--- src/hw/nandBusPkg.sv ---
package nandBusPkg;

    // one byte on the DQ bus
    typedef logic [7:0] nandByte;

    localparam int unsigned caWordBytes = 5;

    // byte caWordBytes-1 goes out first
    typedef nandByte [caWordBytes-1:0] caWord;

    // index of a byte inside the word
    // only 0 to caWordBytes-1 are legal
    typedef logic [2:0] byteCount;

    // single copy of each NAND pin lane
    typedef struct packed {
        nandByte dq;
        logic    addressLatchEnable;
        logic    commandLatchEnable;
    } nandPins;

endpackage
--- src/hw/caSequencePkg.sv ---
package caSequencePkg;

    import nandBusPkg::*;

    localparam int unsigned cyclesPerByte = 3;     // hold time of each byte
    localparam int unsigned timerWidth = $clog2(cyclesPerByte);

    typedef enum logic [1:0] {
        idle,           // after reset and after each transfer
        ready,
        turnaround,     // tCAD
        sendByte
    } caState;

    // pacing info handed to the pin driver
    typedef struct packed {
        logic     active;       // turnaround included
        logic     sending;
        logic     firstCycle;
        logic     lastStep;
        byteCount byteIndex;
    } caStep;

endpackage

--- src/hw/nandCommandAddressSync.sv ---
`timescale 1ns/10ps

module nandCommandAddressSync
    import nandBusPkg::*, caSequencePkg::*;
#(
    parameter int NumberOfWays = 4
)
(
    input  logic                    iSystemClock,
    input  logic                    iReset,
    input  logic                    iStart,
    input  logic [NumberOfWays-1:0] iTargetWay,
    input  logic                    iCaSelect,
    input  caWord                   iCaData,
    input  byteCount                iNumOfData,
    output logic                    oReady,
    output logic                    oLastStep,
    output logic [NumberOfWays-1:0] oChipEnable,
    output nandPins                 oPins
);

    caStep                   step;
    logic                    byteDone;
    nandByte                 currentByte;
    logic                    caSelect;
    logic [NumberOfWays-1:0] targetWay;

    caTimingSequencer sequencer (
        .iSystemClock (iSystemClock),
        .iReset       (iReset),
        .iStart       (iStart),
        .iNumOfData   (iNumOfData),
        .oReady       (oReady),
        .oStep        (step),
        .oByteDone    (byteDone)
    );

    caByteShifter #(
        .NumberOfWays (NumberOfWays)
    ) shifter (
        .iSystemClock (iSystemClock),
        .iReset       (iReset),
        .iStart       (iStart),
        .iReady       (oReady),
        .iByteDone    (byteDone),
        .iCaSelect    (iCaSelect),
        .iTargetWay   (iTargetWay),
        .iCaData      (iCaData),
        .oCurrentByte (currentByte),
        .oCaSelect    (caSelect),
        .oTargetWay   (targetWay)
    );

    // one cycle behind the sequencer and shifter
    caPinDriver #(
        .NumberOfWays (NumberOfWays)
    ) pinDriver (
        .iSystemClock (iSystemClock),
        .iReset       (iReset),
        .iStep        (step),
        .iCurrentByte (currentByte),
        .iCaSelect    (caSelect),
        .iTargetWay   (targetWay),
        .oPins        (oPins),
        .oChipEnable  (oChipEnable),
        .oLastStep    (oLastStep)
    );

endmodule

--- src/hw/caPinDriver.sv ---
`timescale 1ns/10ps

module caPinDriver
    import nandBusPkg::*, caSequencePkg::*;
#(
    parameter int NumberOfWays = 4
)
(
    input  logic                    iSystemClock,
    input  logic                    iReset,
    input  caStep                   iStep,
    input  nandByte                 iCurrentByte,
    input  logic                    iCaSelect,
    input  logic [NumberOfWays-1:0] iTargetWay,
    output nandPins                 oPins,
    output logic [NumberOfWays-1:0] oChipEnable,
    output logic                    oLastStep
);

    logic latchPulse;

    // latch enable only in the first cycle of a byte
    assign latchPulse = iStep.sending && iStep.firstCycle;

    always_ff @(posedge iSystemClock or posedge iReset) begin
        if (iReset) begin
            oPins       <= '0;
            oChipEnable <= '0;
            oLastStep   <= 1'b0;
        end else begin
            oPins.dq                 <= iStep.sending ? iCurrentByte : '0;
            oPins.commandLatchEnable <= latchPulse && iCaSelect;
            oPins.addressLatchEnable <= latchPulse && !iCaSelect;
            oChipEnable              <= iStep.active ? iTargetWay : '0;    // turnaround too
            oLastStep                <= iStep.lastStep;
        end
    end

    // each latch enable pulse lasts one cycle
    latchSingleCycle: assert property (@(posedge iSystemClock) disable iff (iReset)
        (oPins.addressLatchEnable || oPins.commandLatchEnable) |=>
            !(oPins.addressLatchEnable || oPins.commandLatchEnable));

endmodule

--- src/hw/caByteShifter.sv ---
`timescale 1ns/10ps

module caByteShifter
    import nandBusPkg::*;
#(
    parameter int NumberOfWays = 4
)
(
    input  logic                    iSystemClock,
    input  logic                    iReset,
    input  logic                    iStart,
    input  logic                    iReady,
    input  logic                    iByteDone,
    input  logic                    iCaSelect,
    input  logic [NumberOfWays-1:0] iTargetWay,
    input  caWord                   iCaData,
    output nandByte                 oCurrentByte,
    output logic                    oCaSelect,
    output logic [NumberOfWays-1:0] oTargetWay
);

    caWord shiftWord;
    logic  load;

    assign load = iStart && iReady;     // same edge the sequencer accepts

    always_ff @(posedge iSystemClock) begin
        if (load) begin
            shiftWord  <= iCaData;
            oCaSelect  <= iCaSelect;
            oTargetWay <= iTargetWay;
        end else if (iByteDone) begin
            // move the next byte into the top slot
            shiftWord <= {shiftWord[caWordBytes-2:0], nandByte'(0)};
        end
    end

    assign oCurrentByte = shiftWord[caWordBytes-1];

    // byteDone only comes while the sequencer is away from ready
    loadNotShift: assert property (@(posedge iSystemClock) disable iff (iReset)
        !(load && iByteDone));

endmodule

--- src/hw/caTimingSequencer.sv ---
`timescale 1ns/10ps

module caTimingSequencer
    import nandBusPkg::*, caSequencePkg::*;
(
    input  logic     iSystemClock,
    input  logic     iReset,
    input  logic     iStart,
    input  byteCount iNumOfData,
    output logic     oReady,
    output caStep    oStep,
    output logic     oByteDone
);

    caState                state;
    caState                nextState;
    logic [timerWidth-1:0] timer;
    byteCount              byteIndex;
    byteCount              lastIndex;
    logic                  accept;
    logic                  timerDone;
    logic                  lastStep;

    assign accept    = iStart && oReady;
    assign timerDone = (state == sendByte) && (timer == timerWidth'(cyclesPerByte - 1));
    assign lastStep  = timerDone && (byteIndex == lastIndex);

    always_comb begin
        nextState = state;
        case (state)
            idle: begin
                nextState = ready;
            end
            ready: begin
                if (accept) begin
                    nextState = turnaround;
                end
            end
            turnaround: begin
                nextState = sendByte;
            end
            sendByte: begin
                // idle holds ready low while the pins drain
                if (lastStep) begin
                    nextState = idle;
                end
            end
            default: begin
                nextState = idle;
            end
        endcase
    end

    always_ff @(posedge iSystemClock or posedge iReset) begin
        if (iReset) begin
            state     <= idle;
            timer     <= '0;
            byteIndex <= '0;
            lastIndex <= '0;
        end else begin
            state <= nextState;
            if (accept) begin
                lastIndex <= iNumOfData;
            end
            if (state != sendByte || timerDone) begin
                timer <= '0;
            end else begin
                timer <= timer + 1'b1;
            end
            if (state != sendByte || lastStep) begin
                byteIndex <= '0;
            end else if (timerDone) begin
                byteIndex <= byteIndex + 1'b1;  // next byte
            end
        end
    end

    assign oReady    = (state == ready);
    assign oByteDone = timerDone;

    assign oStep.active     = (state == turnaround) || (state == sendByte);
    assign oStep.sending    = (state == sendByte);
    assign oStep.firstCycle = (state == sendByte) && (timer == '0);
    assign oStep.lastStep   = lastStep;
    assign oStep.byteIndex  = byteIndex;

    // catches an illegal iNumOfData
    byteIndexInRange: assert property (@(posedge iSystemClock) disable iff (iReset)
        byteIndex <= byteCount'(caWordBytes - 1));

endmodule

--- config.mk ---
export PLATFORM = sky130hd
export DESIGN_NAME = nandCommandAddressSync
export DESIGN_NICKNAME = d
export VERILOG_FILES = /design/src/hw/nandBusPkg.sv /design/src/hw/caSequencePkg.sv /design/src/hw/nandCommandAddressSync.sv /design/src/hw/caPinDriver.sv /design/src/hw/caByteShifter.sv /design/src/hw/caTimingSequencer.sv
export SDC_FILE = /design/constraint.sdc
export NUM_CORES = 1
export LEC_CHECK = 0
export BUFFER_PORTS_ARGS = -buffer_cell sky130_fd_sc_hd__buf_2
export CAP_MARGIN = 20
export CORE_UTILIZATION = 30
export CTS_CLUSTER_SIZE = 30
export DETAILED_ROUTE_END_ITERATION = 10
export GPL_ROUTABILITY_DRIVEN = 1
export HOLD_SLACK_MARGIN = 0.12
export SLEW_MARGIN = 20
export SYNTH_ARGS = -nofsm -noshare
export SYNTH_HDL_FRONTEND = slang
export SYNTH_SLANG_ARGS = --single-unit
--- constraint.sdc ---
create_clock -name iSystemClock -period 3.45 [get_ports iSystemClock]
set_input_delay 0.5175 -clock iSystemClock [delete_from_list [all_inputs] [get_ports iSystemClock]]
set_output_delay 0.5175 -clock iSystemClock [all_outputs]
set_load 0.02 [all_outputs]
==> reports/metrics.yaml <==
placement:
  dpl.hpwl_mm: 3.44
  place.gp.congestion: 0.705
  pre_cts_slack_ns: 0.964
  portBuffers: 66
floorplan:
  io_pins: 67
  core_sq_um: 9280
  chipHeight_um: 99.9
  initial_core_util: 0.310
  chipWidth_um: 99.9
  floorplan.die_area_sq_um: 9980
  num_rows: 35
logic_synthesis:
  syn_area_per_cell_sq_um: 16.3
  ys.flop_type: "edfxtp_1"
  syn_nets: 234
  synthArstFlopShare: 0.357
  synth-simple-area-share: 0.0853
  ys_top_cells_by_area: "edfxtp_1, dfrtp_1, mux2_2"
  synth-xor-area-share: 0.0117
  yosysMostFrequentCell: "edfxtp_1"
  synth-seq-area-share: 0.687
  ys_top_cells_by_count: "edfxtp_1, mux2_2, dfrtp_1"
  synthCells: 176
  ys_warn_count: 0
  ys_seq_elements: 70
  netlist_area_sq_um: 2880
  yosys-mux-area-fraction: 0.149
  ys_types: 29
  synth.top_cell.area_share: 0.470
  synth-edff-count: 45
  synth-compound-area-share: 0.0100
  yosys.area_share.adder: 0.0304
  synth_area_leader_cell: "edfxtp_1"
  synth_top_family_by_area: "multiplexers"
clocking:
  clkSinkCount: 70
  clk_latency_ns: 0.33
  postCtsSetupBuffers: 0
  clk_pin_slew_ns: 0.07
  cts-resized-gates: 0
  cts_buffers: 9
  cts-htree-levels: 3
  root_buffer: "clkbuf_8"
  cts_tree: "yes"
  ctsHoldBuffers: 0
  clk_path_buf_depth: 2
cells_and_area:
  nNetsFinal: 304
  syn2layout_area_growth_pct: 23.3
  diodes: 0
  drive_above_1_share: 0.450
setup_path:
  crit_fanout: 40
  rr_worst_depth: 4
  endpoint_kind: "flip-flop"
  startpoint_type: "flip-flop"
  arrival_ns: 2.39
  critical_path_class: "flip-flop to flip-flop"
  required_ns: 3.41
  r2r-end: "shifter.shiftWord[21]"
  crit_path_start: "sequencer.state[1]"
  r2r_start: "sequencer.state[1]"
  worst-r2r-setup-slack_ns: 1.01
timing:
  setup_viol: 0
  fmax_mhz: 410
  rsz0062_at_grt: "false"
  drv_slew: 0
  tns_ns: 0
  tightest_slew_ns: 0.924
  fin_ws_ns: 1.01
  period_minus_slack_ns: 2.44
  fin_worst_skew_ns: 0.00448
  relSlewSlack: 0.382
  hold_violations: 0
  fin_crit_sh: 0.706
outcome:
  status: "finished, final reports clean"
detailed_routing:
  ant_nets: 0
  wl_per_cell_um: 13.0
  via_count: 1574
  wl_mm: 4.93
  drc: 0
  first_pass_iters: 4
  drt_iter0_drc: 43
  routed_via_density: 4.14
global_routing:
  gr-total-overflow: 0
  antenna_found_initial: 0
  grt_max_degree: 41
  grt_pass1_wl_mm: 7.88
  grtUsageTotal: 0.107
  grt_pass1_vias: 1636
power:
  p_leak_nw: 1.52
  p_per_area_nw_per_um2: 748
  vdd_ir_drop_max_uv: 299
  fin_total_pwr_mw: 2.65
worst_hold_path:
  min_path_type: "input port to asynchronous set/reset pin"
job:
  maxCapViolCount: 0
-- worst max-delay path: stages, from the launching register on --
cell     delay (ns)
dfrtp_1        0.42
inv_1          0.09
ha_1           0.35
nand2_4        0.36
nand2_2        0.81
-- through the flow --
stage / hold slack, ns / area [sq um] / cells / utilization
after detailed placement: 0.410 / 3320 / 364 / 0.357
after global routing: 0.308 / 3550 / 380 / 0.382
after CTS: 0.335 / 3550 / 380 / 0.382
after global placement: 0.405 / 3320 / 364 / 0.357
final: 0.252 / 3550 / 380 / 0.382
after floorplan: 0.395 / 2880 / 176 / -
-- layout make-up --
type	count	area, sq um
clock buffers	12	178
clock inverters	4	50.0
fillers	908	5740
inverters	6	22.5
multi-input cells	93	827
flip-flops and latches	70	1980
well taps	129	161
repair buffers	66	330
-- registers in the layout, indices dropped and copies added, names as in the netlist --
signal                 count
sequencer.byteIndex        3
pinDriver.oPins           10
sequencer.lastIndex        3
sequencer.state            2
shifter.oCurrentByte       8
pinDriver.oChipEnable      4
pinDriver.oLastStep        1
shifter.oTargetWay         4
shifter.shiftWord         32
shifter.oCaSelect          1
sequencer.timer            2
-- per-layer routing --
layer / GRT usage / wire length (um)
met3: 0.0418 / 284
met1: 0.129 / 2290
met5: 0 / 0
met4: 0.0475 / 76
met2: 0.171 / 2270
-- worst max-delay path by stage --
| stage | endpoint | depth (start not counted) |
|---|---|---|
| after global routing | shifter.shiftWord[23] | 4 |
| after floorplan | shifter.oCurrentByte[0] | 6 |
| after global placement | shifter.shiftWord[1] | 4 |
| final | shifter.shiftWord[21] | 4 |
| after CTS | shifter.shiftWord[3] | 4 |
| after detailed placement | shifter.shiftWord[1] | 4 |
-- cells by family after synthesis --
kind of cell | Yosys count
DFF | 70
and+or+nand+nor | 41
muxes | 38
buffers and inverters | 13
adders and majority gates | 7
AOI/OAI and AO/OA | 4
xor gates and xnor gates | 3
-- cells in the final DEF (no fill, tap or decap) --
cell,Yosys,final
clkbuf_8,0,9
mux2_4,1,1
clkbuf_16,0,2
nand3b_1,1,1
a21oi_2,1,1
nor2b_1,7,7
dfrtp_1,25,25
mux2_2,28,28
clkinvlp_4,0,1
nand2_4,1,1
clkbuf_1,1,1
buf_2,3,66
or2b_1,1,1
nand2b_1,1,1
nor3b_1,1,1
nand3_1,2,2
mux2i_1,2,2
inv_1,6,5
mux2_1,7,7
and3b_1,1,1
clkinv_1,0,2
xnor2_1,2,2
and3_1,9,9
and2_1,8,8
bufinv_16,0,1
a21boi_0,2,2
a21oi_1,1,1
edfxtp_1,45,45
nor2_1,4,4
xnor2_2,1,1
nand2_1,4,3
nand4_1,1,1
ha_1,7,7
nand2_2,0,1
clkinv_4,0,1
-- where the power goes --
part / total (mW) / internal [mW] / switching [mW]
logic: 0.697 / 0.308 / 0.390
clock network: 0.717 / 0.421 / 0.297
registers: 1.24 / 1.17 / 0.0656
Power figures use the tool's default switching activity.
